File: src/hw/mcu_pkg.sv
// ~~~~~~~~~~~~~~~~~~~~~~~~~~~~~~~~~~~~~~~~
// mini mcu shared package: address map,
// register offsets, APB and pad structs
// ~~~~~~~~~~~~~~~~~~~~~~~~~~~~~~~~~~~~~~~~
`default_nettype none

package mcu_pkg;

  // bus widths
  localparam int unsigned ADDR_WIDTH = 32;
  localparam int unsigned DATA_WIDTH = 32;
  localparam int unsigned STRB_WIDTH = DATA_WIDTH / 8;
  localparam int unsigned WORD_LSB   = $clog2(STRB_WIDTH);

  typedef logic [DATA_WIDTH-1:0] word_t;

  // memory banks
  localparam int unsigned NUM_BANKS  = 4;
  localparam int unsigned BANK_WORDS = 256;
  localparam int unsigned BANK_AW    = $clog2(BANK_WORDS);
  localparam word_t BANK_BYTES       = BANK_WORDS * STRB_WIDTH;
  localparam word_t RAM_SIZE         = NUM_BANKS * BANK_BYTES;

  // address map
  localparam word_t RAM_BASE       = 32'h0000_0000;
  localparam word_t SOC_CTRL_BASE  = 32'h2000_0000;
  localparam word_t GPIO_BASE      = 32'h2000_1000;
  localparam word_t PERIPH_SPAN    = 32'h0000_1000;
  localparam int unsigned PERIPH_AW = $clog2(PERIPH_SPAN);

  // targets: banks first, then the two peripherals
  localparam int unsigned NUM_TARGETS = NUM_BANKS + 2;
  localparam int unsigned TGT_W       = $clog2(NUM_TARGETS);

  typedef logic [TGT_W-1:0] tgt_idx_t;

  localparam tgt_idx_t TGT_SOC_CTRL = tgt_idx_t'(NUM_BANKS);
  localparam tgt_idx_t TGT_GPIO     = tgt_idx_t'(NUM_BANKS + 1);

  localparam int unsigned GPIO_WIDTH = 32;

  // soc control registers
  localparam logic [PERIPH_AW-1:0] EXIT_VALID_OFS  = 'h0;
  localparam logic [PERIPH_AW-1:0] EXIT_VALUE_OFS  = 'h4;
  localparam logic [PERIPH_AW-1:0] BOOT_SELECT_OFS = 'h8;

  // gpio registers
  localparam logic [PERIPH_AW-1:0] GPIO_OUT_OFS         = 'h0;
  localparam logic [PERIPH_AW-1:0] GPIO_OE_OFS          = 'h4;
  localparam logic [PERIPH_AW-1:0] GPIO_IN_OFS          = 'h8;
  localparam logic [PERIPH_AW-1:0] GPIO_INTR_EN_OFS     = 'hC;
  localparam logic [PERIPH_AW-1:0] GPIO_INTR_STATUS_OFS = 'h10;

  typedef struct packed {
    logic                  psel;
    logic                  penable;
    logic                  pwrite;
    logic [ADDR_WIDTH-1:0] paddr;
    word_t                 pwdata;
    logic [STRB_WIDTH-1:0] pstrb;
  } apb_req_t;

  typedef struct packed {
    word_t prdata;
    logic  pready;
    logic  pslverr;
  } apb_rsp_t;

  typedef struct packed {
    logic [GPIO_WIDTH-1:0] out;
    logic [GPIO_WIDTH-1:0] oe;
  } gpio_pads_t;

endpackage

`default_nettype wire
File: src/hw/bus_decoder.sv
// ~~~~~~~~~~~~~~~~~~~~~~~~~~~~~~~~~~~~~~~~
// APB address decoder: target index and
// bank-local word address
// ~~~~~~~~~~~~~~~~~~~~~~~~~~~~~~~~~~~~~~~~
`default_nettype none

module bus_decoder
  import mcu_pkg::*;
(
  input  apb_req_t             apb_req_i,
  output tgt_idx_t             tgt_o,
  output logic                 tgt_valid_o,
  output logic [BANK_AW-1:0]   bank_addr_o
);

  word_t ram_ofs;
  word_t soc_ofs;
  word_t gpio_ofs;

  // offsets relative to each window base, unsigned compare below
  assign ram_ofs  = apb_req_i.paddr - RAM_BASE;
  assign soc_ofs  = apb_req_i.paddr - SOC_CTRL_BASE;
  assign gpio_ofs = apb_req_i.paddr - GPIO_BASE;

  // word within the bank, only meaningful for RAM hits
  assign bank_addr_o = ram_ofs[WORD_LSB +: BANK_AW];

  always_comb begin
    tgt_o       = '0;
    tgt_valid_o = 1'b0;
    if (ram_ofs < RAM_SIZE) begin
      // contiguous banks of BANK_BYTES each
      tgt_o       = tgt_idx_t'(ram_ofs / BANK_BYTES);
      tgt_valid_o = 1'b1;
    end else if (soc_ofs < PERIPH_SPAN) begin
      tgt_o       = TGT_SOC_CTRL;
      tgt_valid_o = 1'b1;
    end else if (gpio_ofs < PERIPH_SPAN) begin
      tgt_o       = TGT_GPIO;
      tgt_valid_o = 1'b1;
    end
  end

endmodule

`default_nettype wire

File: config.mk
export PLATFORM = sky130hd
export DESIGN_NAME = bus_decoder
export DESIGN_NICKNAME = d
export VERILOG_FILES = /design/src/hw/mcu_pkg.sv /design/src/hw/bus_decoder.sv
export SDC_FILE = /design/constraint.sdc
export NUM_CORES = 1
export LEC_CHECK = 0
export BUFFER_PORTS_ARGS = -buffer_cell sky130_fd_sc_hd__buf_2
export CORE_AREA = 2 2 39 41
export DETAILED_ROUTE_END_ITERATION = 7
export DIE_AREA = 0 0 41 43
export PLACE_DENSITY = 0.78
export SYNTH_ARGS = -nofsm -noshare
export SYNTH_HDL_FRONTEND = slang
export SYNTH_SLANG_ARGS = --single-unit
File: constraint.sdc
create_clock -name vclk -period 3
set_clock_uncertainty 0.2 [all_clocks]
set_input_delay 0.6 -clock vclk [all_inputs]
set_output_delay 0.6 -clock vclk [all_outputs]
set_load 0.005 [all_outputs]
### After elaboration in Yosys (flattened, before gate mapping)

Index checks and enable logic that the tools add are counted.

* output and inout bits: 12
* bits of input ports: 71
* memories: 0
* latch bits: 0
* ROM bits: 0
* RAM bits: 0
* register bits after elaboration: 0

* equality and inequality tests: 0
* add/sub/neg operators: 2
* div/mod/pow operators: 0
* shift operators: 0
* magnitude comparators: 3
* bitwise operators: 0
* mux-type cells: 6
* reduce and logical (&&, ||, !) cells: 0
* multiply operators: 0

Operators with widths (count)
* $lt 32x13->1 const B: 3
* $sub 32x30->32 const B: 2
* $mux 3: 3
* $mux 1: 3

### Logic depth before layout (Yosys ltp)

* word-level depth: 5
* mapped depth: 5
* gate-level depth less buffers: 5

### Least setup slack after synthesis

OpenSTA, ideal clock, no wires.

* path type: input to output
* from: in apb_req_i[66] (netlist bit)
* to: out tgt_valid_o
* cell stages on the path: 5
* setup slack: 898 ps
* arrival time: 1302 ps
* path through: inv_1 > ha_1 > xor2_1 > nand4_1 > a31oi_1

* word-level cells in the longest chain between the ends: 5

RTL lines
* start: declaration: line bus_decoder.sv:10 `input apb_req_t apb_req_i,`
* $sub 32x30->32: line bus_decoder.sv:23 `assign gpio_ofs = apb_req_i.paddr - GPIO_BASE;`
* $lt 32x13->1: line bus_decoder.sv:38 `end else if (gpio_ofs < PERIPH_SPAN) begin`
* $mux 1: line bus_decoder.sv:38
* $mux 1: line bus_decoder.sv:35 `end else if (soc_ofs < PERIPH_SPAN) begin`
* $mux 1 (*): line bus_decoder.sv:31 `if (ram_ofs < RAM_SIZE) begin`
* end: declaration: line bus_decoder.sv:12 `output logic tgt_valid_o,`

Mark *: on every way between the ends. The rest lies on a longest branch, timed or not.

### Worst setup path after layout

* from: in apb_req_i[65] (netlist bit)
* to: out tgt_o[0]

* word-level cells in the longest chain between the ends: 5

RTL lines
* $sub 32x30->32: line bus_decoder.sv:23
* $lt 32x13->1: line bus_decoder.sv:38
* $mux 3: line bus_decoder.sv:38
* $mux 3: line bus_decoder.sv:35
* $mux 3 (*): line bus_decoder.sv:31
* end: declaration: line bus_decoder.sv:11 `output tgt_idx_t tgt_o,`

Marks and branches as above.

==> flow_summary.yaml <==
yosys:
  seq_area_frac_synth_pct: 0
  netlist_area_sq_um: 194
  syn_nets: 102
  ys_warn_count: 0
  synthCells: 29
  syn_area_per_cell_sq_um: 6.69
  yosysUniqueCellTypes: 12
sta:
  slew_violations: 0
  maxClockFrequency_mhz: 409
  rsz0062_at_grt: "no"
  period_minus_slack_ns: 2.44
  setup_viol: 0
  relSlewSlack_pct: 61.6
  hold_violations: 0
  tightest_slew_ns: 0.570
  fin_tns_setup_ns: 0
  fin_crit_sh_pct: 81.4
cts:
  cts_resized: 0
  holdBufCountCts: 0
  cts_setup_buffers: 0
routing:
  drt-total-wl_microns: 599
  drcViolationCount: 0
  first_pass_iters: 1
  antenna_left: 0
  first_iter_violations: 0
  wl_per_cell_microns: 9.51
  vias_per_cell: 4.33
  vias: 273
floorplanning:
  die_x_microns: 41
  die-area_sq_mm: 0.00176
  fp.dieH_microns: 43
  io_pins: 83
  start_util_pct: 14.0
  coreArea_sq_mm: 0.00138
  rows: 14
setup_path:
  required_ns: 2.20
  critPathKind: "input port to output pin"
  cp_slowest_stage_delay_ns: 0.54
  cp-start-kind: "input port"
  cp_max_fo: 5
  end_kind: "output pin"
  path_cells: "buf_2 > nor4_1 > nand2_1 > a21oi_1 > buf_2"
  cpMaxStageDelayCell: "nor4_1"
  path_common_cell: "buf_2"
  crit_arrival_ns: 1.64
global_route:
  grt_remaining_overflow: 0
  grt_pass1_vias: 230
  antenna_found_initial: 0
  grt_max_degree: 6
  grt_first_pass_wirelength_microns: 779
  grt.total_usage_pct: 6.09
hold_path:
  min_path_cells: 0
  hp-start: "apb_req_i[38]"
  min_to: "bank_addr_o[0]"
  hold_path.class: "input port to output pin"
final_layout:
  fin_nets: 122
  drive_gt1_share_pct: 55.3
  final_cell_mix: "26 x buf_2, 5 x nor4_1, 3 x inv_1"
  numSequentialCells: 0
  seqCellArea_sq_um: 0
  mostFrequentLayoutCell: "buf_2"
  nClkBuffers: 0
  diodes: 0
  fill_cells: 159
  utilization_pct: 20.5
  area_delta_synth_final_pct: 46.5
job:
  maxCapViolCount: 0
pwr:
  cellPowerDensity_mw_per_mm2: 83.1
  p_leak_nw: 0.150
  vdd_drop_max_v: 0.0000277
placed_design:
  io_buffers: 26
  gp_congestion: 0.574
  dp_hpwl_microns: 558
outcome:
  status: "finished, final reports clean"
==> routing by layer <==
metal	up-vias	share of wire, %	routed length (microns)	GRT usage (%)
met4	0	3.3	20	2.67
met5	-	0	0	0
met3	6	29	171	2.09
met2	27	34	205	11.6
li1	134	-	-	-
met1	106	34	202	5.06
==> synthesized netlist by cell type <==
master    number  area [sq um]
inv_1          3          11.3
nand4_1        2          12.5
nor2_1         1          3.75
ha_1           2          25.0
a21oi_1        2          10.0
nand4b_1       1          8.76
xor2_1         1          8.76
xnor2_1        1          8.76
a31oi_1        1          6.26
nor4_1         5          31.3
nand2_1        2          7.51
buf_4          8          60.1
==> worst max-delay path, delay by kind of cell <==
kind	cells	cell delay, ns
and+or+nand+nor	2	0.65
buffers and inverters	2	0.26
AOI/OAI and AO/OA	1	0.14
==> worst max path at each step <==
stage	startpoint	to	cells past startpoint
after floorplan	apb_req_i[66]	tgt_valid_o	5
after global placement	apb_req_i[65]	tgt_o[0]	5
after detailed placement	apb_req_i[65]	tgt_o[0]	5
after CTS	apb_req_i[65]	tgt_o[0]	5
after global routing	apb_req_i[66]	tgt_valid_o	7
final	apb_req_i[65]	tgt_o[0]	5
==> area by class of cell <==
| cell class | instances | area [sq um] | share of cell area (%) |
|---|---|---|---|
| inverter | 3 | 11.3 | 3.96 |
| multi-input combinational | 18 | 123 | 43.2 |
| tap | 16 | 20.0 | 7.05 |
| timing repair buffer | 26 | 130 | 45.8 |
==> power by group <==
part           internal, mW  total (mW)  switching [mW]
Combinational        0.0140      0.0236         0.00962
Clock                     0           0               0
Sequential                0           0               0
==> kinds of logic after synthesis <==
family | synth area share [%]
simple gates | 32.9
fa+ha+maj | 12.9
xor+xnor | 9.03
buf+inv | 36.8
compound gates | 8.39
==> metrics by stage <==
stage	cell area [sq um]	total power, mW	std cells	worst slack (ns)	hold slack, ns
4_1_cts	284	0.0240	63	0.530	1.00
3_3_place_gp	284	0.0229	63	0.570	1.00
3_5_place_dp	284	0.0238	63	0.530	1.00
2_1_floorplan	194	0.0156	29	0.898	1.07
6_report	284	0.0236	63	0.558	1.00
5_1_grt	284	0.0272	63	0.437	1.00
No activity file was read; power rests on OpenSTA's default activity.
