### src/hw/mcu_pkg.sv
// ~~~~~~~~~~~~~~~~~~~~~~~~~~~~~~~~~~~~~~~~
// mini mcu shared package: address map,
// register offsets, APB and pad structs
// ~~~~~~~~~~~~~~~~~~~~~~~~~~~~~~~~~~~~~~~~
`default_nettype none

package mcu_pkg;

  // bus widths
  localparam int unsigned ADDR_WIDTH = 32;
  localparam int unsigned DATA_WIDTH = 32;
  localparam int unsigned STRB_WIDTH = DATA_WIDTH / 8;
  localparam int unsigned WORD_LSB   = $clog2(STRB_WIDTH);

  typedef logic [DATA_WIDTH-1:0] word_t;

  // memory banks
  localparam int unsigned NUM_BANKS  = 4;
  localparam int unsigned BANK_WORDS = 256;
  localparam int unsigned BANK_AW    = $clog2(BANK_WORDS);
  localparam word_t BANK_BYTES       = BANK_WORDS * STRB_WIDTH;
  localparam word_t RAM_SIZE         = NUM_BANKS * BANK_BYTES;

  // address map
  localparam word_t RAM_BASE       = 32'h0000_0000;
  localparam word_t SOC_CTRL_BASE  = 32'h2000_0000;
  localparam word_t GPIO_BASE      = 32'h2000_1000;
  localparam word_t PERIPH_SPAN    = 32'h0000_1000;
  localparam int unsigned PERIPH_AW = $clog2(PERIPH_SPAN);

  // targets: banks first, then the two peripherals
  localparam int unsigned NUM_TARGETS = NUM_BANKS + 2;
  localparam int unsigned TGT_W       = $clog2(NUM_TARGETS);

  typedef logic [TGT_W-1:0] tgt_idx_t;

  localparam tgt_idx_t TGT_SOC_CTRL = tgt_idx_t'(NUM_BANKS);
  localparam tgt_idx_t TGT_GPIO     = tgt_idx_t'(NUM_BANKS + 1);

  localparam int unsigned GPIO_WIDTH = 32;

  // soc control registers
  localparam logic [PERIPH_AW-1:0] EXIT_VALID_OFS  = 'h0;
  localparam logic [PERIPH_AW-1:0] EXIT_VALUE_OFS  = 'h4;
  localparam logic [PERIPH_AW-1:0] BOOT_SELECT_OFS = 'h8;

  // gpio registers
  localparam logic [PERIPH_AW-1:0] GPIO_OUT_OFS         = 'h0;
  localparam logic [PERIPH_AW-1:0] GPIO_OE_OFS          = 'h4;
  localparam logic [PERIPH_AW-1:0] GPIO_IN_OFS          = 'h8;
  localparam logic [PERIPH_AW-1:0] GPIO_INTR_EN_OFS     = 'hC;
  localparam logic [PERIPH_AW-1:0] GPIO_INTR_STATUS_OFS = 'h10;

  typedef struct packed {
    logic                  psel;
    logic                  penable;
    logic                  pwrite;
    logic [ADDR_WIDTH-1:0] paddr;
    word_t                 pwdata;
    logic [STRB_WIDTH-1:0] pstrb;
  } apb_req_t;

  typedef struct packed {
    word_t prdata;
    logic  pready;
    logic  pslverr;
  } apb_rsp_t;

  typedef struct packed {
    logic [GPIO_WIDTH-1:0] out;
    logic [GPIO_WIDTH-1:0] oe;
  } gpio_pads_t;

endpackage

`default_nettype wire
### src/hw/soc_ctrl.sv
// ~~~~~~~~~~~~~~~~~~~~~~~~~~~~~~~~~~~~~~~~
// always-on control: exit value, exit
// valid, boot select
// ~~~~~~~~~~~~~~~~~~~~~~~~~~~~~~~~~~~~~~~~
`default_nettype none

module soc_ctrl
  import mcu_pkg::*;
(
  input  logic     clk_i,
  input  logic     arst_n_i,
  input  logic     sel_i,
  input  apb_req_t apb_req_i,
  output apb_rsp_t apb_rsp_o,
  input  logic     boot_select_i,
  output logic     exit_valid_o,
  output word_t    exit_value_o
);

  logic [PERIPH_AW-1:0] ofs;
  logic                 access;
  logic                 wr_en;
  logic                 exit_valid_q;
  word_t                exit_value_q;
  word_t                rdata;

  assign ofs    = apb_req_i.paddr[PERIPH_AW-1:0];
  assign access = sel_i & apb_req_i.penable;
  assign wr_en  = access & apb_req_i.pwrite;

  always_ff @(posedge clk_i or negedge arst_n_i) begin
    if (!arst_n_i) begin
      exit_valid_q <= 1'b0;
      exit_value_q <= '0;
    end else if (wr_en) begin
      // exit valid is sticky once set
      if (ofs == EXIT_VALID_OFS && apb_req_i.pwdata[0]) begin
        exit_valid_q <= 1'b1;
      end
      if (ofs == EXIT_VALUE_OFS) begin
        exit_value_q <= apb_req_i.pwdata;
      end
    end
  end

  always_comb begin
    case (ofs)
      EXIT_VALID_OFS:  rdata = word_t'(exit_valid_q);
      EXIT_VALUE_OFS:  rdata = exit_value_q;
      BOOT_SELECT_OFS: rdata = word_t'(boot_select_i);
      default:         rdata = '0;
    endcase
  end

  assign apb_rsp_o = '{prdata: rdata, pready: access, pslverr: 1'b0};

  assign exit_valid_o = exit_valid_q;
  assign exit_value_o = exit_value_q;

endmodule

`default_nettype wire

### config.mk
export PLATFORM = sky130hd
export DESIGN_NAME = soc_ctrl
export DESIGN_NICKNAME = d
export VERILOG_FILES = /design/src/hw/mcu_pkg.sv /design/src/hw/soc_ctrl.sv
export SDC_FILE = /design/constraint.sdc
export NUM_CORES = 1
export LEC_CHECK = 0
export BUFFER_PORTS_ARGS = -buffer_cell sky130_fd_sc_hd__buf_4
export CAP_MARGIN = 5
export CORE_ASPECT_RATIO = 2
export CORE_MARGIN = 3
export CORE_UTILIZATION = 37
export DETAILED_ROUTE_END_ITERATION = 6
export PLACE_DENSITY = 0.9
export SYNTH_ARGS = -nofsm -noshare
export SYNTH_HDL_FRONTEND = slang
export SYNTH_SLANG_ARGS = --single-unit
### constraint.sdc
create_clock -name clk_i -period 1.9 [get_ports clk_i]
set_clock_uncertainty 0.1 [all_clocks]
set_input_delay 0.095 -clock clk_i [delete_from_list [all_inputs] [get_ports clk_i]]
set_output_delay 0.095 -clock clk_i [all_outputs]
set_load 0.02 [all_outputs]
---- Yosys cells after proc, flatten, opt, wreduce, memory -nomap -nowiden ----
Index checks and enable logic that the tools add are counted.
cells by class
  eq/ne operators ......................... 2
  mux-type cells .......................... 1
  bitwise gates (word level) .............. 2
  reductions and logical operators ........ 4
operators by type and width
  operator             number
  $pmux 32 s3          1
  $eq 12x3->1 const B  1
  $eq 12x4->1 const B  1
  $logic_not 12->1     1
  $reduce_and 2->1     2
  $and 1x1->1          2
  $logic_and 1x1->1    1
word-level totals
  bits in registers ....................... 33
  input port bits ......................... 75
  word-level logic and storage cells ...... 11

---- Logic depth before layout (Yosys ltp) ----
  word-level depth ........................ 3
  gate-level depth with buffers ........... 4
  mapped depth without buffers ............ 3

---- Worst setup path after synthesis ----
OpenSTA, ideal clock, no wires.
  path kind ............................... input-to-reg
  start point ............................. in apb_req_i[43] in the netlist's numbering
  end point ............................... reg exit_value_q[0] (netlist: exit_value_o[0])
  arrival ................................. 1623 ps
  path slack .............................. 50 ps
  cell stages on the path ................. 4
  cell sequence ........................... or4_1 nor4_4 buf_4 mux2_1
between the ends
  longest elaborated chain between the ends .. 2
ends and longest elaborated chain
  element                     line            source
  start: declaration          soc_ctrl.sv:13  input apb_req_t apb_req_i,
  $eq 12x3->1                 soc_ctrl.sv:40  if (ofs == EXIT_VALUE_OFS) begin
  $reduce_and 2->1 (no line)  n/a
  end signal: assignment      soc_ctrl.sv:41  exit_value_q <= apb_req_i.pwdata;
  end: declaration            soc_ctrl.sv:24  word_t exit_value_q;
No other way between the ends.
A chain may end at the register's enable or synchronous reset.

==> results.md <==
- Status: completed
- Initial antenna violation count: 0
- Post-synth top area share: a little over half
- Net Count, Synth: 196
- Ranking of synthesized cells by area: dfrtp_1 53%, mux2_1 22%, and2_1 13%, buf_4 2.4%, mux2_2 1.4%
- Fillers: around 270
- Max Slew Vio Count: 0
- Startpoint Class: input port
- Clock sinks: 33
- Worst Path Required: approximately 1700 ps
- Antenna cell count: 0
- Post-synth EDFFs: 0
- Post-synth ARST share: 100%
- Num CTS Buffers: 5
- DR pass1 iterations: 4
- Power Density: 474 nW/µm²
- Period utilization: a little over nine tenths
- Syn Area/Cell: about 13 µm²
- Layout cell share with drive strength beyond 1: around half
- Die H: ~100 µm
- Top post-synthesis cells by count: 33 x and2_1, 33 x dfrtp_1, 30 x mux2_1
- Grt ovf: 0
- Total negative slack: 0 ps
- NumNets Final: around 350
- H-tree levels: 2
- First-pass GRT wire length: around 8.0 mm
- Die span in x: ~52 µm
- CP max FO: 5
- Max-cap violations: 0
- Layout area overhead: 88.9%
- DRT iter0 DRCs: 17
- Synth Warn #: 0
- Syn Inst Count: around 120
- Final hold vios: 0
- Detail Route Antenna Nets: 0
- Cell variety after synth: 20
- Final setup vio count: 0
- Vias/cell: about 4.8
- Dpl hpwl: roughly 3.5 mm
- Final RePlAce weighted congestion: between 0.7 and 0.8
- Post-synth top flop: dfrtp_1
- Crit path kind: input port to output port
- Synthesized flop and latch total: 33
- # DRC: 0
- Tmin final: ~1900 ps
- Worst Path Arrival: roughly 1700 ps
- Post-Route WL: approximately 5.2 mm
- Worst-Skew Late Latency: 260 ps
- VDD IR max: 0.464 mV
- Port bufs: approximately 120
- Crit. End Element: output port
- DR WL/cell: ~16 µm
- I/O pins: 142
- Vias in the first global route: 1678
- CTS clk-pin slew, worst paths: approximately 60 ps
- Starting density of the core: approximately two fifths
- CORE AREA: about 4000 µm²
- CP peak stage delay: 570 ps
- Dominant cell type by area after synthesis: dfrtp_1
- Core Util, Final: between 70% and 80%
- RSZ-0062 raised after global routing: false
- Slowest CP cell: or4_4
- CTS Buffer Depth: 2
- GRT Util Overall: between 20% and 30%
- Routed vias: around 1600
- F_max: 0.537 GHz
- Root Buffer: clkbuf_8
- Crit-path cells: buf_4 > or4_4 > nor4_4 > buf_4 > buf_2 > and2_1 > buf_4
- Static leakage power: about 1.6 nW
- Die ar.: 5070 µm²
- CTS tree: built
- Row count: 32
- Cell area after synthesis: 1560 µm²
- Largest net degree at the start of global routing: 34
- Post-synthesis sequential area ratio: 53.1%
- Most frequent CP cell: buf_4
- CP Buf/Inv Count: 4
- Critical path's top delay family: simple AND/OR/NAND/NOR gates
- Min-Delay Path Class: input port to register
-- flip-flops by register name, indices dropped and copies added, names as in the netlist --
| register | cells |
|---|---|
| exit_valid_o | 1 |
| exit_value_o | 32 |
-- cell families (layout without fill, tap and decap cells) --
kind of cell	count (synthesis)	in the layout	synth area share [%]
AO/OA/AOI/OAI	2	2	0.885
flip-flops	33	33	53.1
AND/OR/NAND/NOR	43	43	18.6
buffers and inverters	9	162	3.38
other	1	1	0.241
multiplexers	33	33	23.8
-- area by class of cell --
| type | instances | area (µm²) | area share (%) |
|---|---|---|---|
| inverter | 1 | 3.75 | 0.128 |
| clock buffer | 7 | 86.3 | 2.94 |
| tap | 51 | 63.8 | 2.17 |
| timing repair buffer | 154 | 1260 | 43.0 |
| sequential | 33 | 826 | 28.1 |
| multi-input combinational | 79 | 697 | 23.7 |
-- report_power, final --
part,total [mW],leakage (nW),internal (mW),switching (mW)
combinational,0.172,1.13,0.116,0.0558
sequential,0.704,0.461,0.704,0.000670
clock,0.517,0.0443,0.287,0.230
-- cell usage in the layout, fill, tap and decap left out, drive strengths merged, types with 2 or more instances in the layout --
cell type and n:
and2 33, or4 2, nor4 2, mux2 32
dlygate4sd3 33, dfrtp 33, clkbuf 7, buf 121
-- worst min-delay path, stage by stage --
cell and delay (ps):
buf_4 100, nor4b_1 50, a21o_1 180
-- per-layer routing --
layer | global-route usage, % | share of wire (%) | vias up | routed length [µm]
met3 | 3.99 | 8.2 | 8 | 425
met5 | 0 | 0 | - | 0
met2 | 39.1 | 55 | 95 | 2830
met1 | 21.9 | 35 | 733 | 1830
met4 | 4.65 | 1.5 | 0 | 77
li1 | - | - | 716 | -
-- through the flow --
step                      power, mW  cell area [µm²]  worst slack (ps)  hold WS [ps]  instances
after floorplan               0.735             1560              49.6          -301        121
after detailed placement      0.830             2480              -125         -38.5        283
after global routing           1.45             2940              1.74          94.3        325
after global placement        0.826             2480             -92.5         -43.9        283
final                          1.39             2940              38.9          97.2        325
after CTS                      1.41             2910              6.52          81.7        323
-- path summary, 6_finish.rpt --
kind	slack, ps	cells past startpoint	end	from
min in group asynchronous	200	2	exit_value_o[9]	arst_n_i
setup / recovery	40	7	apb_rsp_o[15]	apb_req_i[43]
hold / removal	100	3	exit_valid_o	apb_req_i[38]
hold reg to reg	400	1	exit_value_o[27]	exit_value_o[27]
setup reg to reg	970	1	exit_value_o[15]	exit_value_o[15]
max in group asynchronous	1190	2	exit_value_o[26]	arst_n_i
-- what timing repair did --
action / 4_1_cts / 5_1_grt
setup buffers: 0 / 1
endpoints found under the setup margin: 28 / 31
hold buffers: 33 / 0
gates resized for setup: 1 / 5
cloned: 0 / 1
hold endpoints to repair: 65 / 0
pin swaps: 0 / 1
No activity file was read; power rests on OpenSTA's default activity.
