[config.mk]
export PLATFORM = sky130hd
export DESIGN_NAME = bus_resp_mux
export DESIGN_NICKNAME = d
export VERILOG_FILES = /design/src/hw/mcu_pkg.sv /design/src/hw/bus_resp_mux.sv
export SDC_FILE = /design/constraint.sdc
export NUM_CORES = 1
export LEC_CHECK = 0
export BUFFER_PORTS_ARGS = -buffer_cell sky130_fd_sc_hd__buf_2
export CAP_MARGIN = 40
export CORE_AREA = 2 2 122 124
export DETAILED_ROUTE_END_ITERATION = 12
export DIE_AREA = 0 0 124 126
export PLACE_DENSITY = 0.46
export SYNTH_ARGS = -nofsm -noshare
export SYNTH_HDL_FRONTEND = slang
export SYNTH_SLANG_ARGS = --single-unit
[constraint.sdc]
create_clock -name vclk -period 1.55
set_clock_uncertainty 0.15 [all_clocks]
set_input_delay 0.31 -clock vclk [all_inputs]
set_output_delay 0.31 -clock vclk [all_outputs]
set_load 0.02 [all_outputs]
[src/hw/mcu_pkg.sv]
// ~~~~~~~~~~~~~~~~~~~~~~~~~~~~~~~~~~~~~~~~
// mini mcu shared package: address map,
// register offsets, APB and pad structs
// ~~~~~~~~~~~~~~~~~~~~~~~~~~~~~~~~~~~~~~~~
`default_nettype none

package mcu_pkg;

  // bus widths
  localparam int unsigned ADDR_WIDTH = 32;
  localparam int unsigned DATA_WIDTH = 32;
  localparam int unsigned STRB_WIDTH = DATA_WIDTH / 8;
  localparam int unsigned WORD_LSB   = $clog2(STRB_WIDTH);

  typedef logic [DATA_WIDTH-1:0] word_t;

  // memory banks
  localparam int unsigned NUM_BANKS  = 4;
  localparam int unsigned BANK_WORDS = 256;
  localparam int unsigned BANK_AW    = $clog2(BANK_WORDS);
  localparam word_t BANK_BYTES       = BANK_WORDS * STRB_WIDTH;
  localparam word_t RAM_SIZE         = NUM_BANKS * BANK_BYTES;

  // address map
  localparam word_t RAM_BASE       = 32'h0000_0000;
  localparam word_t SOC_CTRL_BASE  = 32'h2000_0000;
  localparam word_t GPIO_BASE      = 32'h2000_1000;
  localparam word_t PERIPH_SPAN    = 32'h0000_1000;
  localparam int unsigned PERIPH_AW = $clog2(PERIPH_SPAN);

  // targets: banks first, then the two peripherals
  localparam int unsigned NUM_TARGETS = NUM_BANKS + 2;
  localparam int unsigned TGT_W       = $clog2(NUM_TARGETS);

  typedef logic [TGT_W-1:0] tgt_idx_t;

  localparam tgt_idx_t TGT_SOC_CTRL = tgt_idx_t'(NUM_BANKS);
  localparam tgt_idx_t TGT_GPIO     = tgt_idx_t'(NUM_BANKS + 1);

  localparam int unsigned GPIO_WIDTH = 32;

  // soc control registers
  localparam logic [PERIPH_AW-1:0] EXIT_VALID_OFS  = 'h0;
  localparam logic [PERIPH_AW-1:0] EXIT_VALUE_OFS  = 'h4;
  localparam logic [PERIPH_AW-1:0] BOOT_SELECT_OFS = 'h8;

  // gpio registers
  localparam logic [PERIPH_AW-1:0] GPIO_OUT_OFS         = 'h0;
  localparam logic [PERIPH_AW-1:0] GPIO_OE_OFS          = 'h4;
  localparam logic [PERIPH_AW-1:0] GPIO_IN_OFS          = 'h8;
  localparam logic [PERIPH_AW-1:0] GPIO_INTR_EN_OFS     = 'hC;
  localparam logic [PERIPH_AW-1:0] GPIO_INTR_STATUS_OFS = 'h10;

  typedef struct packed {
    logic                  psel;
    logic                  penable;
    logic                  pwrite;
    logic [ADDR_WIDTH-1:0] paddr;
    word_t                 pwdata;
    logic [STRB_WIDTH-1:0] pstrb;
  } apb_req_t;

  typedef struct packed {
    word_t prdata;
    logic  pready;
    logic  pslverr;
  } apb_rsp_t;

  typedef struct packed {
    logic [GPIO_WIDTH-1:0] out;
    logic [GPIO_WIDTH-1:0] oe;
  } gpio_pads_t;

endpackage

`default_nettype wire
[src/hw/bus_resp_mux.sv]
// ~~~~~~~~~~~~~~~~~~~~~~~~~~~~~~~~~~~~~~~~
// response mux with error reply for
// unmapped addresses
// ~~~~~~~~~~~~~~~~~~~~~~~~~~~~~~~~~~~~~~~~
`default_nettype none

module bus_resp_mux
  import mcu_pkg::*;
(
  input  tgt_idx_t                   tgt_i,
  input  logic                       tgt_valid_i,
  input  apb_req_t                   apb_req_i,
  input  apb_rsp_t [NUM_TARGETS-1:0] rsp_i,
  output apb_rsp_t                   apb_rsp_o
);

  logic unmapped_access;

  // nobody claims the address, so answer here
  assign unmapped_access = ~tgt_valid_i & apb_req_i.psel & apb_req_i.penable;

  always_comb begin
    apb_rsp_o = '0;
    if (tgt_valid_i) begin
      if (int'(tgt_i) < NUM_TARGETS) begin
        apb_rsp_o = rsp_i[tgt_i];
      end
    end else if (unmapped_access) begin
      // zero data, error, no wait states
      apb_rsp_o.prdata  = '0;
      apb_rsp_o.pready  = 1'b1;
      apb_rsp_o.pslverr = 1'b1;
    end
  end

endmodule

`default_nettype wire

* Word level (Yosys, flattened, before mapping)
Index checks and enable logic that the tools add are counted.
** Word-level totals
- Word-level logic and storage cells :: 10
- Register bits :: 0
** Cells by class
- Muxes and demuxes :: 5
- Magnitude comparators :: 2
- Bitwise gates (word level) :: 3
** Operator list (number)
- binary-select mux 34 bit (select 3 bit) :: 1
- two-way mux 34 bit :: 3
- < comparator 3 x 4 -> 1 bit, second input constant :: 1
- < comparator 3 bit, second input constant :: 1
- AND 1 bit :: 2
- two-way mux 2 bit :: 1
- NOT 1 bit :: 1

* Depth between registers and ports, before layout
Gate-level depths: netlist of run 1.
- Depth after elaboration :: 5
- Depth in mapped cells :: 6
- Depth with buffers taken out :: 3

* Worst setup path after synthesis of run 1
No wires, ideal clock.
- Kind :: input to output
- From :: in tgt_i[2]
- To :: out apb_rsp_o[25] (netlist bit)
- Arrival :: 1405 ps
- Stages on the path :: 4
- Setup slack :: -315 ps
- Buffers on the path :: 2
- Path through :: buf_2 > nand3b_1 > clkbuf_1 > o21ai_0
** RTL lines
- start, declared :: line bus_resp_mux.sv:10 : input tgt_idx_t tgt_i,
- end, declared :: line bus_resp_mux.sv:14 : output apb_rsp_t apb_rsp_o

==> impl_metrics.yaml, run 1 <==
outcome:
  outcome: "complete, but fails checks"
  violations: "negative setup slack"
routing:
  drtAntennaViolNets: 0
  dr.first_iter.drc_count: 41
  drcViolationCount: 0
  first_pass_iters: 4
  wl_per_cell_um: 14.88
  via_per_inst: 4.278
  routed-via-count: 2712
  totalWireLength_um: 9435
grt:
  grt_pass1_wl_um: 13480
  antenna_found_initial: 0
  overflow: 0
  grt_max_degree: 19
  grt_use_total_pct: 10.84
  grt_pass1_vias: 2827
floorplanning:
  die_x_um: 124
  num_io_pins: 313
  die_area_sq_mm: 0.01562
  fp.dieH_um: 126
  rows: 44
  start_util_pct: 11.99
  core_area_sq_mm: 0.01431
timing:
  finalHoldViolCount: 0
  drv_slew: 0
  rsz0062_at_grt: "true"
  setup_viol: 34
  layout_setup_ws_ns: -0.3245
  relSlewSlack_pct: 76.51
  finalWorstPathRequiredPeriod_ns: 1.875
  period_share_pct: 120.9
  tightest_slew_ns: 0.3523
  fmax_mhz: 533.5
placed_design:
  pre_cts_ws_ns: -0.3919
  dp_hpwl_um: 7404
  portBuffers: 244
  place_congestion: 0.7707
layout:
  fillers: 1584
  multi_input_area_sq_mm: 0.001727
  drive_gt1_share_pct: 69.56
  clockBufferCount: 0
  seq_cells: 0
  fin_util_pct: 26.08
  ff_latch_area_sq_um: 0
  num_antenna_cells: 0
  nNetsFinal: 731
  area_delta_synth_final_pct: 117.4
worst_setup_path:
  cpMostUsedCell: "buf_8"
  worstPathCellList: "buf_8, or3b_4, buf_8, o22a_1, o21ai_2, buf_4"
  crit_path_end_kind: "primary output"
  startpoint_type: "input port"
  slowest_stage: "or3b_4"
  crit_family: "buffers and inverters"
  cp.arrival_ns: 1.41
  crit_buf_inv: 3
  critPathMaxStageDelay_ns: 0.41
  worst-setup-path-type: "input port to primary output"
  worstPathMaxFanout: 18
  cp.required_ns: 1.09
yosys:
  yosysUniqueCellTypes: 18
  syn-cell-area_sq_mm: 0.001717
  ys_seq_area_share_pct: 0
  synth_most_common_cell: "mux2i_1"
  synth.top_cell.area_share_pct: 59.48
  syn_area_per_cell_sq_um: 8.456
  synth_area_leaders: "mux2i_1 (59%), o22a_1 (15%), o21ai_1 (7.9%)"
  ys.warnings.count: 0
  syn_nets: 482
  synth_cells: 203
  yosys.area.top_type: "mux2i_1"
  synthTopCellsByCount: "mux2i_1 (102), o22a_1 (30), o21ai_1 (27), buf_2 (9)"
hold_path:
  hold_path_class: "input port to primary output"
power_and_ir_drop:
  power.density_mw_per_mm2: 285.1
  p_leak_nw: 2.017
  vdd_drop_max_v: 0.00007975
  total_power_mw: 1.064
job:
  maxCapViolations: 0
worst paths after layout:
kind	slack, ns	start	cells past startpoint	end
min	0.84	rsp_i[88]	4	apb_rsp_o[20]
max	-0.32	tgt_i[0]	6	apb_rsp_o[15]
kinds of logic after synthesis:
logic type / after synthesis / synth area share (%)
muxes: 102 / 59.48
AOI/OAI and AO/OA: 66 / 27.48
buffers and inverters: 23 / 8.746
and+or+nand+nor: 12 / 4.300
placed cells by master (no fill, tap or decap), drive strengths merged:
cell | netlist | layout
o22a | 32 | 32
nand2 | 1 | 1
or2b | 1 | 1
or3b | 1 | 1
buf | 16 | 269
nor2 | 3 | 3
bufbuf | 0 | 1
mux2i | 102 | 102
or3 | 2 | 2
nand3b | 4 | 4
o32ai | 2 | 2
o21ai | 32 | 32
per-stage QoR:
step / TNS, ns / std cells / hold slack [ns] / instance area, sq um
after CTS: -10.07 / 634 / 0.8434 / 3675
final: -10.01 / 634 / 0.8388 / 3732
after detailed placement: -12.34 / 622 / 0.8601 / 3278
after global placement: -11.92 / 622 / 0.8594 / 3278
after global routing: -11.35 / 634 / 0.8529 / 3732
after floorplan: -6.958 / 203 / 0.7220 / 1841
per-layer routing:
metal	share of wire, %	up-vias	GRT usage (%)
met3	7.6	4	0.7699
met5	0	-	0
met4	0.58	0	0.5948
met2	55	152	23.01
met1	37	1246	11.76
li1	-	1310	-
power by group:
part | internal (mW) | leakage, nW | switching, mW
registers | 0 | 0 | 0
logic | 0.598 | 2.02 | 0.467
clock network | 0 | 0 | 0
total | 0.598 | 2.02 | 0.467
area by class of cell:
cell class / instances / share of cell area, %
Tap cell: 184 / 6.168
Multi-Input combinational cell: 180 / 46.26
Timing Repair Buffer: 270 / 47.57
repair_timing:
item,4_1_cts,5_1_grt
gates cloned,3,0
buffers inserted,9,0
pin swaps,6,4
endpoints found under the setup margin,34,34
gates resized for setup,67,14
hold buffers,0,0
Power figures use the tool's default switching activity.
==> run 2: changes to the inputs <==
GPL_TIMING_DRIVEN = 0   (was not set)
==> run 2 against run 1 <==
The flow still finishes with violations (negative setup slack). Power down 0.34%. Via count down 2.1%. First-iteration DRC count down 7.3%. Largest cell class unchanged. Sequential share of layout area did not move. Combinational power is essentially flat. Flip-flop and latch count unchanged. Non-clock buffer count is 7 higher. Largest power group unchanged. Highest routed layer is now met5. Die area unchanged.
==> impl_metrics.yaml, run 2 (synthesis gave the netlist of run 1 again) <==
grt:
  overflow: 0
  grt_use_total_pct: 11.29
  grt_pass1_vias: 2849
  grt_max_degree: 11
  antenna_found_initial: 1
  grt_pass1_wl_um: 13920
worst_setup_path:
  critPathMaxStageDelay_ns: 0.49
  crit_path_end_kind: "primary output"
  worstPathCellList: "buf_6, or3b_4, buf_6, o22a_1, o21ai_2, buf_6"
  cp.required_ns: 1.09
  startpoint_type: "input port"
  crit_family: "simple AND/OR/NAND/NOR gates"
  slowest_stage: "or3b_4"
  worst-setup-path-type: "input port to primary output"
  crit_buf_inv: 3
  cp.arrival_ns: 1.49
  cpMostUsedCell: "buf_6"
  worstPathMaxFanout: 10
routing:
  first_pass_iters: 4
  drcViolationCount: 0
  drtAntennaViolNets: 0
  dr.first_iter.drc_count: 38
  via_per_inst: 4.140
  totalWireLength_um: 9721
  wl_per_cell_um: 15.17
  routed-via-count: 2654
power_and_ir_drop:
  p_leak_nw: 2.028
  power.density_mw_per_mm2: 283.5
  total_power_mw: 1.061
  vdd_drop_max_v: 0.00008823
placed_design:
  portBuffers: 242
  place_congestion: 0.7287
  dp_hpwl_um: 7929
  place_area_sq_mm: 0.003304
hold_path:
  hold_path_class: "input port to primary output"
timing:
  relSlewSlack_pct: 77.27
  finalWorstPathRequiredPeriod_ns: 1.948
  drv_slew: 0
  period_share_pct: 125.7
  setup_viol: 34
  tightest_slew_ns: 0.3409
  finalHoldViolCount: 0
  layout_setup_ws_ns: -0.3984
  fin_hold_ws_ns: 0.8376
  rsz0062_at_grt: "true"
  fmax_mhz: 513.2
layout:
  ff_latch_area_sq_um: 0
  drive_gt1_share_pct: 68.93
  clockBufferCount: 0
  seq_cells: 0
  nNetsFinal: 738
  fin_util_pct: 26.14
  area_delta_synth_final_pct: 117.9
  design_area_sq_mm: 0.003741
  final_cell_mix: "buf_2 (208), mux2i_1 (100), buf_6 (41)"
  final_common_cell: "buf_2"
  num_antenna_cells: 0
floorplanning:
  start_util_pct: 11.99
  num_io_pins: 313
  rows: 44
  core_area_sq_mm: 0.01431
  fp.dieH_um: 126
  die_area_sq_mm: 0.01562
  die_x_um: 124
job:
  maxCapViolations: 0
outcome:
  violations: "negative setup slack"
  outcome: "complete, but fails checks"
[run 2: where the power goes]
part	internal [mW]	switching, mW	total (mW)
clock	0	0	0
sequential	0	0	0
combinational	0.592	0.469	1.06
[run 2: final timing paths]
check / slack, ns / cells past startpoint / endpoint / from
worst max-delay path: -0.40 / 6 / apb_rsp_o[20] / tgt_i[0]
worst min-delay path: 0.84 / 4 / apb_rsp_o[10] / rsp_i[78]
[run 2: repair_timing]
item,4_1_cts,5_1_grt
pin swaps,2,3
setup buffers,7,2
endpoints found under the setup margin,34,34
resized for setup,98,7
hold buffers,0,0
cloned,2,0
[run 2: layout make-up]
class | instances | area (sq um)
Multi-Input combinational cell | 180 | 1695
Fill cell | 1569 | 10570
Buffer | 22 | 247.7
Timing Repair Buffer | 255 | 1568
Tap cell | 184 | 230.2
[run 2: metal layers]
metal / wire, um / GRT usage, % / vias up
met5: 10 / 0 / -
met4: 0 / 0 / 2
met3: 697 / 1.042 / 2
met2: 5282 / 23.98 / 134
met1: 3730 / 12.34 / 1202
li1: - / - / 1314
[run 2: stage by stage]
step                      setup TNS, ns  setup slack, ns  instances
after floorplan                  -6.958          -0.2190        203
after global placement           -20.66          -0.6738        629
after detailed placement         -19.94          -0.6759        631
after CTS                        -12.94          -0.4338        640
after global routing             -13.36          -0.4343        641
final                            -12.01          -0.3984        641
