--- config.mk ---
export PLATFORM = sky130hd
export DESIGN_NAME = gpio_ctrl
export DESIGN_NICKNAME = d
export VERILOG_FILES = /design/src/hw/mcu_pkg.sv /design/src/hw/gpio_ctrl.sv
export SDC_FILE = /design/constraint.sdc
export NUM_CORES = 1
export LEC_CHECK = 0
export ABC_CLOCK_PERIOD_IN_PS = 5500
export BUFFER_PORTS_ARGS = -buffer_cell sky130_fd_sc_hd__buf_2
export CAP_MARGIN = 10
export CORE_MARGIN = 1
export CORE_UTILIZATION = 40
export DETAILED_ROUTE_END_ITERATION = 10
export HOLD_SLACK_MARGIN = 0.06
export MAX_ROUTING_LAYER = met4
export SETUP_SLACK_MARGIN = 0.05
export SLEW_MARGIN = 15
export SYNTH_ARGS = -nofsm -noshare
export SYNTH_HDL_FRONTEND = slang
export SYNTH_SLANG_ARGS = --single-unit
--- constraint.sdc ---
create_clock -name clk_i -period 5.5 [get_ports clk_i]
set_input_delay 0.55 -clock clk_i [delete_from_list [all_inputs] [get_ports clk_i]]
set_output_delay 0.55 -clock clk_i [all_outputs]
set_load 0.01 [all_outputs]
--- src/hw/mcu_pkg.sv ---
// ~~~~~~~~~~~~~~~~~~~~~~~~~~~~~~~~~~~~~~~~
// mini mcu shared package: address map,
// register offsets, APB and pad structs
// ~~~~~~~~~~~~~~~~~~~~~~~~~~~~~~~~~~~~~~~~
`default_nettype none

package mcu_pkg;

  // bus widths
  localparam int unsigned ADDR_WIDTH = 32;
  localparam int unsigned DATA_WIDTH = 32;
  localparam int unsigned STRB_WIDTH = DATA_WIDTH / 8;
  localparam int unsigned WORD_LSB   = $clog2(STRB_WIDTH);

  typedef logic [DATA_WIDTH-1:0] word_t;

  // memory banks
  localparam int unsigned NUM_BANKS  = 4;
  localparam int unsigned BANK_WORDS = 256;
  localparam int unsigned BANK_AW    = $clog2(BANK_WORDS);
  localparam word_t BANK_BYTES       = BANK_WORDS * STRB_WIDTH;
  localparam word_t RAM_SIZE         = NUM_BANKS * BANK_BYTES;

  // address map
  localparam word_t RAM_BASE       = 32'h0000_0000;
  localparam word_t SOC_CTRL_BASE  = 32'h2000_0000;
  localparam word_t GPIO_BASE      = 32'h2000_1000;
  localparam word_t PERIPH_SPAN    = 32'h0000_1000;
  localparam int unsigned PERIPH_AW = $clog2(PERIPH_SPAN);

  // targets: banks first, then the two peripherals
  localparam int unsigned NUM_TARGETS = NUM_BANKS + 2;
  localparam int unsigned TGT_W       = $clog2(NUM_TARGETS);

  typedef logic [TGT_W-1:0] tgt_idx_t;

  localparam tgt_idx_t TGT_SOC_CTRL = tgt_idx_t'(NUM_BANKS);
  localparam tgt_idx_t TGT_GPIO     = tgt_idx_t'(NUM_BANKS + 1);

  localparam int unsigned GPIO_WIDTH = 32;

  // soc control registers
  localparam logic [PERIPH_AW-1:0] EXIT_VALID_OFS  = 'h0;
  localparam logic [PERIPH_AW-1:0] EXIT_VALUE_OFS  = 'h4;
  localparam logic [PERIPH_AW-1:0] BOOT_SELECT_OFS = 'h8;

  // gpio registers
  localparam logic [PERIPH_AW-1:0] GPIO_OUT_OFS         = 'h0;
  localparam logic [PERIPH_AW-1:0] GPIO_OE_OFS          = 'h4;
  localparam logic [PERIPH_AW-1:0] GPIO_IN_OFS          = 'h8;
  localparam logic [PERIPH_AW-1:0] GPIO_INTR_EN_OFS     = 'hC;
  localparam logic [PERIPH_AW-1:0] GPIO_INTR_STATUS_OFS = 'h10;

  typedef struct packed {
    logic                  psel;
    logic                  penable;
    logic                  pwrite;
    logic [ADDR_WIDTH-1:0] paddr;
    word_t                 pwdata;
    logic [STRB_WIDTH-1:0] pstrb;
  } apb_req_t;

  typedef struct packed {
    word_t prdata;
    logic  pready;
    logic  pslverr;
  } apb_rsp_t;

  typedef struct packed {
    logic [GPIO_WIDTH-1:0] out;
    logic [GPIO_WIDTH-1:0] oe;
  } gpio_pads_t;

endpackage

`default_nettype wire
--- src/hw/gpio_ctrl.sv ---
// ~~~~~~~~~~~~~~~~~~~~~~~~~~~~~~~~~~~~~~~~
// GPIO: out/oe registers, input sync,
// rising-edge interrupts
// ~~~~~~~~~~~~~~~~~~~~~~~~~~~~~~~~~~~~~~~~
`default_nettype none

module gpio_ctrl
  import mcu_pkg::*;
(
  input  logic                  clk_i,
  input  logic                  arst_n_i,
  input  logic                  sel_i,
  input  apb_req_t              apb_req_i,
  output apb_rsp_t              apb_rsp_o,
  input  logic [GPIO_WIDTH-1:0] gpio_i,
  output gpio_pads_t            gpio_o,
  output logic                  gpio_intr_o
);

  logic [PERIPH_AW-1:0]  ofs;
  logic                  access;
  logic                  wr_en;

  logic [GPIO_WIDTH-1:0] out_q;
  logic [GPIO_WIDTH-1:0] oe_q;
  logic [GPIO_WIDTH-1:0] intr_en_q;
  logic [GPIO_WIDTH-1:0] status_q;
  logic [GPIO_WIDTH-1:0] sync1_q;
  logic [GPIO_WIDTH-1:0] sync2_q;
  logic [GPIO_WIDTH-1:0] in_prev_q;

  logic [GPIO_WIDTH-1:0] rise;
  logic [GPIO_WIDTH-1:0] status_clr;
  word_t                 rdata;

  assign ofs    = apb_req_i.paddr[PERIPH_AW-1:0];
  assign access = sel_i & apb_req_i.penable;
  assign wr_en  = access & apb_req_i.pwrite;

  // edge detect on the synchronised value
  assign rise       = sync2_q & ~in_prev_q;
  assign status_clr = (wr_en && ofs == GPIO_INTR_STATUS_OFS) ? apb_req_i.pwdata : '0;

  always_ff @(posedge clk_i or negedge arst_n_i) begin
    if (!arst_n_i) begin
      sync1_q   <= '0;
      sync2_q   <= '0;
      in_prev_q <= '0;
      status_q  <= '0;
    end else begin
      sync1_q   <= gpio_i;
      sync2_q   <= sync1_q;
      in_prev_q <= sync2_q;
      // a new edge wins over a clear in the same cycle
      status_q  <= (status_q & ~status_clr) | (rise & intr_en_q);
    end
  end

  always_ff @(posedge clk_i or negedge arst_n_i) begin
    if (!arst_n_i) begin
      out_q     <= '0;
      oe_q      <= '0;
      intr_en_q <= '0;
    end else if (wr_en) begin
      case (ofs)
        GPIO_OUT_OFS:     out_q     <= apb_req_i.pwdata;
        GPIO_OE_OFS:      oe_q      <= apb_req_i.pwdata;
        GPIO_INTR_EN_OFS: intr_en_q <= apb_req_i.pwdata;
        default:          ;
      endcase
    end
  end

  always_comb begin
    case (ofs)
      GPIO_OUT_OFS:         rdata = out_q;
      GPIO_OE_OFS:          rdata = oe_q;
      GPIO_IN_OFS:          rdata = sync2_q;
      GPIO_INTR_EN_OFS:     rdata = intr_en_q;
      GPIO_INTR_STATUS_OFS: rdata = status_q;
      default:              rdata = '0;
    endcase
  end

  assign apb_rsp_o   = '{prdata: rdata, pready: access, pslverr: 1'b0};
  assign gpio_o      = '{out: out_q, oe: oe_q};
  assign gpio_intr_o = |status_q;

  // newly set status bits belong to pins that were enabled
  a_status_enabled : assert property (
    @(posedge clk_i) disable iff (!arst_n_i)
    ((status_q & ~$past(status_q) & ~$past(intr_en_q)) == '0)
  ) else $error("status set on disabled pin");

endmodule

`default_nettype wire

After elaboration in Yosys (flattened, before gate mapping)

Cells that the tools add are included.

Register bits: 224
Bits of input ports: 106
Output and inout bits: 99

Equal/unequal tests: 4
Muxes and demuxes: 2
Bitwise gates (word level): 8
Reductions and logical operators: 6

Operators by type and width:

| operator                                              | number |
|---|---|
| one-hot mux 32 bit (5 select lines)                   | 1 |
| AND 32 bit                                            | 3 |
| inverter 32 bit                                       | 2 |
| 2-to-1 mux 32 bit                                     | 1 |
| OR 32 bit                                             | 1 |
| OR reduction 32 bit                                   | 1 |
| equality test 12 x 4 -> 1 bit (second input constant) | 2 |
| equality test 12 x 3 -> 1 bit (second input constant) | 1 |
| equality test 12 x 5 -> 1 bit (second input constant) | 1 |
| logical NOT 12 bit                                    | 1 |
| AND reduction 2 bit                                   | 3 |
| AND 1 bit                                             | 2 |
| logical AND 1 bit                                     | 1 |

Depth between registers and ports, before layout

Gate-level depths: netlist of run 1.

Depth in word-level cells: 7
Gate-level depth with buffers: 7
Mapped depth without buffers: 4

Worst setup path after synthesis of run 1

OpenSTA, ideal clock, no wires.

Path type: input to register
Start point: in apb_req_i[41] (netlist bit)
End point: reg out_q[10]
Library setup time: 0.125 ns
Data arrival time: 2.737 ns
Required time: 5.375 ns
Slack: 2.638 ns
Cell stages on the path: 7
Buffers on the path: 3
Cells stage by stage: or4_1 or4_1 buf_2 or4_4 buf_6 buf_6 mux2_4

Word-level cells in the longest chain between the ends: 2

Ends and longest elaborated chain:

| element                              | RTL line        | text |
|---|---|---|
| start: declaration                   | gpio_ctrl.sv:13 | `input apb_req_t apb_req_i,` |
| logical NOT 12 bit                   | gpio_ctrl.sv:65 | `case (ofs)` |
| AND reduction 2 bit (no source line) | -               |  |
| end signal: assignment               | gpio_ctrl.sv:66 | `GPIO_OUT_OFS: out_q <= apb_req_i.pwdata;` |
| end: declaration                     | gpio_ctrl.sv:24 | `logic [GPIO_WIDTH-1:0] out_q;` |

Every way passes these cells.
A chain may end at the register's enable or synchronous reset.

==> results.toml, run 1 <==
[setup_path]
max_stage_delay_ns = 0.61
arrival_ns = 2.63
timing.rr.start = "oe_q[3]$_DFFE_PN0P_"
cp_common_cell = "buf_2"
crit_family = "simple AND/OR/NAND/NOR gates"
critical_path_class = "in -> out"
cp.required_ns = 4.95
crit_path_top_delay_cell = "or4_2"
crit_chain = "buf_2, or4_1, or4_2, buf_4, o22ai_1, buf_2"
reg2reg_to = "oe_q[3]$_DFFE_PN0P_"
path_max_fanout = 35
ff2ff_setup_slack_ns = 4.70
cp_num_buf_inv = 3
cp-end-kind = "output port"
critical_path.startpoint_type = "input port"
r2r_cells = 1

[clock_network]
cts_tree = "done"
clk_latency_ns = 0.52
cts_root_buf = "clkbuf_16"
post_cts_resized = 0
cts_hold_buf = 0
post_cts_buffers = 0
clkTransAtPathRegs_ns = 0.06
numCtsBuffers = 25
cts_max_path_buffers = 3
cts_sinks = 224
htreeDepth = 1

[placed_design]
gp_congestion = 0.752
place_ws_ns = 1.84
place_hpwl_um = 13300
port_buffers = 178

[sta]
rsz0062_at_grt = "false"
finalSetupViolCount = 0
clock_skew_ns = 0.0168
finalCritPeriodShare = 0.577
hold_viol_final = 0
finalSetupTns_ns = 0
period_needed_ns = 3.18
timing.final.ws_setup_ns = 2.32
max_slew.worst_pin.slew_ns = 0.842
slew_headroom = 0.439
max_freq_mhz = 315
maxSlewViolCount = 0

[finish]
fillCellCount = 1929
final_cell_mix = "dfrtp_1 (224), buf_2 (177), mux2_2 (98)"
nNetsFinal = 927
area_growth_syn_to_layout_pct = 22.3
drive_gt1_frac = 0.433
mostFrequentLayoutCell = "dfrtp_1"
diodes = 0

[drt]
wire_per_inst_um = 19.2
vias = 5811
drc = 0
via_per_inst = 5.20
drtIter0Drc = 263
wirelength_um = 21400
antenna_left = 0
drtPass1Iterations = 4

[floorplan]
pin_count = 205
die_h_um = 151
die_area_mm2 = 0.0229
die_x_um = 151
start_util = 0.408
num_rows = 54
core_mm2 = 0.0218

[power]
powerDensity_mw_per_mm2 = 315
vdd_drop_max_mv = 0.272
p_leak_nw = 5.76

[synth]
syn_inst = 644
synth_seq_cells = 224
yosys_warnings = 0
yosys.area.top_type = "dfrtp_1"
syn_nets = 750
synth_cell_type_count = 25
synth_area_leaders = "dfrtp_1 (63%), mux2_2 (12%), mux2_4 (5.1%), mux2i_1 (3.6%), nand2_1 (2.8%)"
avgSynthCellArea_um2 = 13.8
synth_top_area_share = 0.630
synth_area_mm2 = 0.00890
ys_seq_area_frac = 0.630

[global_routing]
antenna_found_initial = 0
grt_max_degree = 119
grtUsageTotal = 0.201
grt_overflow = 0
grt_pass1_vias = 5940
grt_first_pass_wirelength_um = 33800

[run_status]
status = "finished clean"

[worst_hold_path]
min_path_type = "in -> async"

[job]
maxCapViolCount = 0
[sequential cells by signal, indices dropped and copies added (netlist names)]
signal,flops
sync2_q,32
out_q,32
in_prev_q,32
sync1_q,32
intr_en_q,32
oe_q,32
status_q,32
[stage by stage]
stage / power [mW] / std cells / cell area [um2] / hold slack (ns) / utilization
2_1_floorplan: 1.78 / 644 / 8900 / 0.254 / -
3_3_place_gp: 1.88 / 1074 / 10100 / 0.332 / 0.463
3_5_place_dp: 1.89 / 1074 / 10100 / 0.335 / 0.463
4_1_cts: 3.48 / 1118 / 10900 / 0.105 / 0.499
5_1_grt: 3.56 / 1118 / 10900 / 0.108 / 0.499
6_report: 3.43 / 1118 / 10900 / 0.0574 / 0.499
[metal layers]
metal / routed length, um / global-route usage / up-vias
li1: - / - / 2658
met4: 391 / 0.0545 / 0
met1: 9860 / 0.275 / 2948
met5: 0 / - / -
met3: 1120 / 0.0325 / 35
met2: 10000 / 0.309 / 170
[how the worst max path moves through the flow]
stage | to | startpoint | cells past startpoint | slack (ns)
6_report | apb_rsp_o[12] | apb_req_i[41] | 6 | 2.32
5_1_grt | oe_q[28]$_DFFE_PN0P_ | apb_req_i[41] | 7 | 2.28
4_1_cts | apb_rsp_o[12] | apb_req_i[41] | 6 | 2.35
3_5_place_dp | oe_q[23]$_DFFE_PN0P_ | apb_req_i[41] | 7 | 1.84
3_3_place_gp | oe_q[26]$_DFFE_PN0P_ | apb_req_i[41] | 7 | 1.82
2_1_floorplan | out_q[10]$_DFFE_PN0P_ | apb_req_i[41] | 7 | 2.64
[logic make-up (layout without fill, tap and decap cells)]
logic type,after synthesis,count (layout),synth area share
multiplexers,160,160,0.211
other,1,1,0.000421
AO/OA/AOI/OAI,96,96,0.0765
flip-flops,224,224,0.630
AND/OR/NAND/NOR,123,123,0.0609
buffers and inverters,40,234,0.0221
[synth_stat cells]
library cell	number
a21o_1	32
a22oi_1	32
and2_1	1
buf_1	5
buf_2	7
buf_4	2
buf_6	4
clkbuf_1	21
conb_1	1
dfrtp_1	224
inv_1	1
mux2_2	98
mux2_4	30
mux2i_1	32
nand2_1	66
nand4_1	3
nor2_1	32
nor2b_1	1
nor3_2	2
nor4_1	9
o22ai_1	32
or2_2	1
or3_1	3
or4_1	4
or4_4	1
[power breakdown]
part           switching (mW)  internal (mW)  leakage [nW]
clock                   0.640          0.941         0.388
sequential             0.0183           1.69          2.91
combinational          0.0926         0.0544          2.47
total                   0.751           2.68          5.76
[cell type report]
| cell class | instances | area (um2) | share of cell area |
|---|---|---|---|
| Sequential cell | 224 | 5610 | 0.515 |
| Inverter | 1 | 3.75 | 0.000345 |
| Tap cell | 280 | 350 | 0.0322 |
| Clock inverter | 6 | 38.8 | 0.00356 |
| Timing Repair Buffer | 189 | 1010 | 0.0926 |
| Clock buffer | 38 | 754 | 0.0693 |
| Multi-Input combinational cell | 380 | 3130 | 0.287 |
No activity file was read; power rests on OpenSTA's default activity.
==> run 2, diff against run 1 <==
Settings changed: ABC_CLOCK_PERIOD_IN_PS 5500 to 3200.
Clock period 5.5 ns to 3.2 ns, I/O delays scaled along.
==> results.toml, run 2 (synthesis gave the netlist of run 1 again) <==
[sta]
timing.final.ws_setup_ns = 0.410
max_slew.worst_pin.slew_ns = 0.787
rsz0062_at_grt = "false"
period_needed_ns = 2.79
maxSlewViolCount = 0
hold_viol_final = 0
clock_skew_ns = 0.00976
finalSetupTns_ns = 0
max_freq_mhz = 358
slew_headroom = 0.475
finalCritPeriodShare = 0.872
finalSetupViolCount = 0

[drt]
vias = 5997
wirelength_um = 22200
drc = 0
drtPass1Iterations = 4
antenna_left = 0
drtIter0Drc = 211
via_per_inst = 5.17
wire_per_inst_um = 19.1

[clock_network]
htreeDepth = 1
cts_max_path_buffers = 3
cts_root_buf = "clkbuf_16"
clkTransAtPathRegs_ns = 0.06
numCtsBuffers = 25
post_cts_buffers = 0
post_cts_resized = 0
cts_hold_buf = 33
cts_tree = "done"
clk_latency_ns = 0.51
cts_sinks = 224

[placed_design]
postPlaceCellArea_mm2 = 0.0102
port_buffers = 178
place_ws_ns = 0.235
gp_congestion = 0.765
place_hpwl_um = 14300
numPlacedInstances = 1085

[setup_path]
critPathLaunch = "apb_req_i[41]"
cp.required_ns = 2.88
reg2reg_to = "oe_q[10]$_DFFE_PN0P_"
timing.rr.start = "oe_q[10]$_DFFE_PN0P_"
r2r_cells = 1
ff2ff_setup_slack_ns = 2.40
critical_path.startpoint_type = "input port"
arrival_ns = 2.47
path_max_fanout = 16
endpoint = "apb_rsp_o[12]"
critical_path_class = "in -> out"
cp-end-kind = "output port"

[floorplan]
die_h_um = 151
pin_count = 205
start_util = 0.408
die_x_um = 151
num_rows = 54
core_mm2 = 0.0218
die_area_mm2 = 0.0229

[finish]
diodes = 0
nNetsFinal = 971
finalNonFillerCells = 1160
mostFrequentLayoutCell = "dfrtp_1"
fillCellCount = 1905
final_cell_mix = "dfrtp_1 (224), buf_2 (177), mux2_2 (98)"
drive_gt1_frac = 0.425
stdcell_area_mm2 = 0.0114
area_growth_syn_to_layout_pct = 27.7

[global_routing]
grtUsageTotal = 0.205
grt_pass1_vias = 6141
grt_max_degree = 104
grt_first_pass_wirelength_um = 34600
antenna_found_initial = 0
grt_overflow = 0

[power]
p_sw_mw = 1.28
vdd_drop_max_mv = 0.392
p_leak_nw = 5.99
clock_power_share = 0.467
finalPower_mw = 6.05
power_frac_seq = 0.485
powerDensity_mw_per_mm2 = 532
p_int_mw = 4.76
p_comb_frac = 0.048
switching_share = 0.212

[run_status]
status = "finished clean"

[worst_hold_path]
hold_start = "apb_req_i[27]"
min_path_type = "in -> reg"

[job]
maxCapViolCount = 0
-- run 2: layout make-up --
class,instances,area [um2],share of cell area
sequential,224,5610,0.493
clock inverter,7,85.1,0.00749
timing repair buffer,233,1460,0.128
multi-input combinational,380,3130,0.275
inverter,1,3.75,0.000330
clock buffer,35,733,0.0645
tap,280,350,0.0308
-- run 2: power by group through the flow --
stage / clock network [mW] / registers, mW / logic, mW
after detailed placement: 0 / 2.98 / 0.266
final: 2.83 / 2.93 / 0.292
after global placement: 0 / 2.98 / 0.266
after global routing: 3.00 / 2.94 / 0.324
after floorplan: 0 / 2.97 / 0.0925
after CTS: 2.90 / 2.93 / 0.299
-- run 2: per-stage QoR --
step,utilization,hold WS (ns)
2_1_floorplan,-,0.0244
3_3_place_gp,0.468,0.332
3_5_place_dp,0.468,0.335
4_1_cts,0.521,0.0625
5_1_grt,0.521,0.0785
6_report,0.521,0.0911
-- run 2: routing by layer --
layer  track usage  up-vias  wire length (um)
li1              -     2750                 -
met1         0.276     3039              9910
met2         0.331      171             10700
met3        0.0244       37              1010
met4        0.0525        0               492
met5             -        -                 0
-- run 2: worst min-delay path by stage --
stage,end,cells past startpoint
detailed placement,sync2_q[21]$_DFF_PN0_,0
floorplan,in_prev_q[0]$_DFF_PN0_,0
global placement,sync2_q[23]$_DFF_PN0_,0
finish,out_q[23]$_DFFE_PN0P_,2
global route,out_q[14]$_DFFE_PN0P_,2
CTS,out_q[23]$_DFFE_PN0P_,2
-- run 2: critical path, cell delays in order --
cell     delay (ns)
buf_2          0.10
or4_1          0.53
or4_2          0.78
buf_4          0.29
o22ai_1        0.26
buf_2          0.18
==> run 3, diff against run 2 <==
Settings changed: ABC_AREA set to 1.
==> results.toml, run 3 <==
[run_status]
status = "finished clean"

[global_routing]
antenna_found_initial = 0
grt_pass1_vias = 7609
grtUsageTotal = 0.228
grt_max_degree = 107
grt_first_pass_wirelength_um = 42000
grt_overflow = 0

[synth]
ys_seq_area_frac = 0.585
synth_area_leaders = "dfrtp_1 (58%), nand2_1 (13%), nand3_1 (6.8%), inv_1 (4.1%), nor2_1 (3.9%)"
synth_seq_cells = 224
yosys_warnings = 0
avgSynthCellArea_um2 = 8.64
synth_ff_type = "dfrtp_1"
syn_inst = 1109
synthTopCellsByCount = "nand2_1 (329), dfrtp_1 (224), nand3_1 (130)"
synth_area_mm2 = 0.00959
syn_nets = 1215
yosys.area.top_type = "dfrtp_1"
synth_most_common_cell = "nand2_1"
synth_edf_count = 0
synth_cell_type_count = 22
synth_top_area_share = 0.585
async_reset_ff_frac = 1.00

[sta]
rsz0062_at_grt = "false"
slew_headroom = 0.462
timing.final.ws_setup_ns = 0.639
hold_viol_final = 0
period_needed_ns = 2.56
finalSetupTns_ns = 0
max_slew.worst_pin.slew_ns = 0.807
finalCritPeriodShare = 0.800
finalSetupViolCount = 0
maxSlewViolCount = 0
max_freq_mhz = 391
clock_skew_ns = 0.0174

[placed_design]
numPlacedInstances = 1565
place_ws_ns = 0.661
postPlaceCellArea_mm2 = 0.0107
gp_congestion = 0.776
place_hpwl_um = 16500
port_buffers = 178

[floorplan]
start_util = 0.408
die_area_mm2 = 0.0246
num_rows = 56
core_mm2 = 0.0235
die_x_um = 157
pin_count = 205
die_h_um = 157

[finish]
stdcell_area_mm2 = 0.0120
finalNonFillerCells = 1662
mostFrequentLayoutCell = "nand2_1"
diodes = 0
fillCellCount = 2213
nNetsFinal = 1431
final_cell_mix = "nand2_1 (329), dfrtp_1 (224), buf_2 (177)"
drive_gt1_frac = 0.188
area_growth_syn_to_layout_pct = 25.5

[power]
vdd_drop_max_mv = 0.307
powerDensity_mw_per_mm2 = 500
finalPower_mw = 6.02
clock_power_share = 0.469
p_comb_frac = 0.046
power_frac_seq = 0.486
p_sw_mw = 1.32
p_int_mw = 4.70
p_leak_nw = 6.49
switching_share = 0.219

[clock_network]
cts_root_buf = "clkbuf_16"
cts_tree = "done"
clk_latency_ns = 0.52
htreeDepth = 1
cts_max_path_buffers = 3
post_cts_buffers = 0
numCtsBuffers = 25
clkTransAtPathRegs_ns = 0.06
cts_sinks = 224

[worst_hold_path]
min_path_type = "in -> reg"

[setup_path]
crit_chain = "buf_2, nor2_1, nand2_1, nor2_4, nand2_1, nor2_1, nor2_1, nand2_1, buf_2"
cp-end-kind = "output port"
cp.required_ns = 2.88
critical_path_class = "in -> out"
path_max_fanout = 17
critical_path.startpoint_type = "input port"
crit_path_top_delay_cell = "nand2_1"
arrival_ns = 2.24
max_stage_delay_ns = 0.58

[drt]
antenna_left = 0
vias = 8110
wire_per_inst_um = 16.1
drtPass1Iterations = 4
drc = 0
via_per_inst = 4.88
wirelength_um = 26700
drtIter0Drc = 559

[job]
maxCapViolCount = 0
==> run 3: stage by stage <==
stage          utilization  hold WS (ns)
6_report             0.513        0.0722
5_1_grt              0.513        0.0728
4_1_cts              0.513        0.0619
3_5_place_dp         0.456         0.335
3_3_place_gp         0.456         0.333
2_1_floorplan            -        0.0244
==> run 3: timing repair <==
action | CTS | global route
resized for setup | 0 | 0
endpoints found under the hold margin | 172 | 0
hold buffers | 52 | 0
==> run 3: cell type report <==
type	count	area (um2)	share of cell area
Tap cell	319	399	0.0332
Timing Repair Buffer	250	1600	0.133
Clock buffer	39	758	0.0630
Inverter	107	402	0.0334
Clock inverter	6	61.3	0.00509
Sequential cell	224	5610	0.466
Multi-Input combinational cell	717	3210	0.267
==> run 3: power groups by stage <==
stage          clock network, mW  logic, mW  registers (mW)
2_1_floorplan                  0     0.0651            2.97
3_3_place_gp                   0      0.231            2.97
3_5_place_dp                   0      0.231            2.97
4_1_cts                     2.88      0.280            2.92
5_1_grt                     3.00      0.308            2.93
6_report                    2.82      0.275            2.92
==> run 3: critical path, delay by kind of cell <==
family / cells / cell delay (ns)
AND/OR/NAND/NOR: 7 / 1.67
buffers and inverters: 2 / 0.23
==> run 3: layer usage <==
metal / GRT usage / part of all wire / wire length (um) / up-vias
met4: 0.0495 / 0.015 / 388 / 0
li1: - / - / - / 3954
met5: - / 0 / 0 / -
met3: 0.0285 / 0.057 / 1520 / 32
met2: 0.353 / 0.47 / 12500 / 253
met1: 0.321 / 0.46 / 12300 / 3871
==> run 3: worst paths after layout <==
| path | slack (ns) | cells after the start | from | endpoint |
|---|---|---|---|---|
| worst max-delay path | 0.64 | 9 | apb_req_i[43] | apb_rsp_o[30] |
| worst min-delay path | 0.07 | 3 | apb_req_i[16] | oe_q[12]$_DFFE_PN0P_ |
| worst max register to register | 2.48 | 4 | sync2_q[6]$_DFF_PN0_ | status_q[6]$_DFF_PN0_ |
| worst min register to register | 0.35 | 0 | sync1_q[9]$_DFF_PN0_ | sync2_q[9]$_DFF_PN0_ |
| max in group asynchronous | 1.94 | 3 | arst_n_i | out_q[31]$_DFFE_PN0P_ |
| min in group asynchronous | 0.45 | 2 | arst_n_i | sync1_q[19]$_DFF_PN0_ |
==> run 3: cell families after synthesis <==
group / after synthesis / share of synthesized area
simple gates: 620 / 0.283
flops: 224 / 0.585
buf+inv: 168 / 0.0817
compound gates: 96 / 0.0501
other cells: 1 / 0.000391
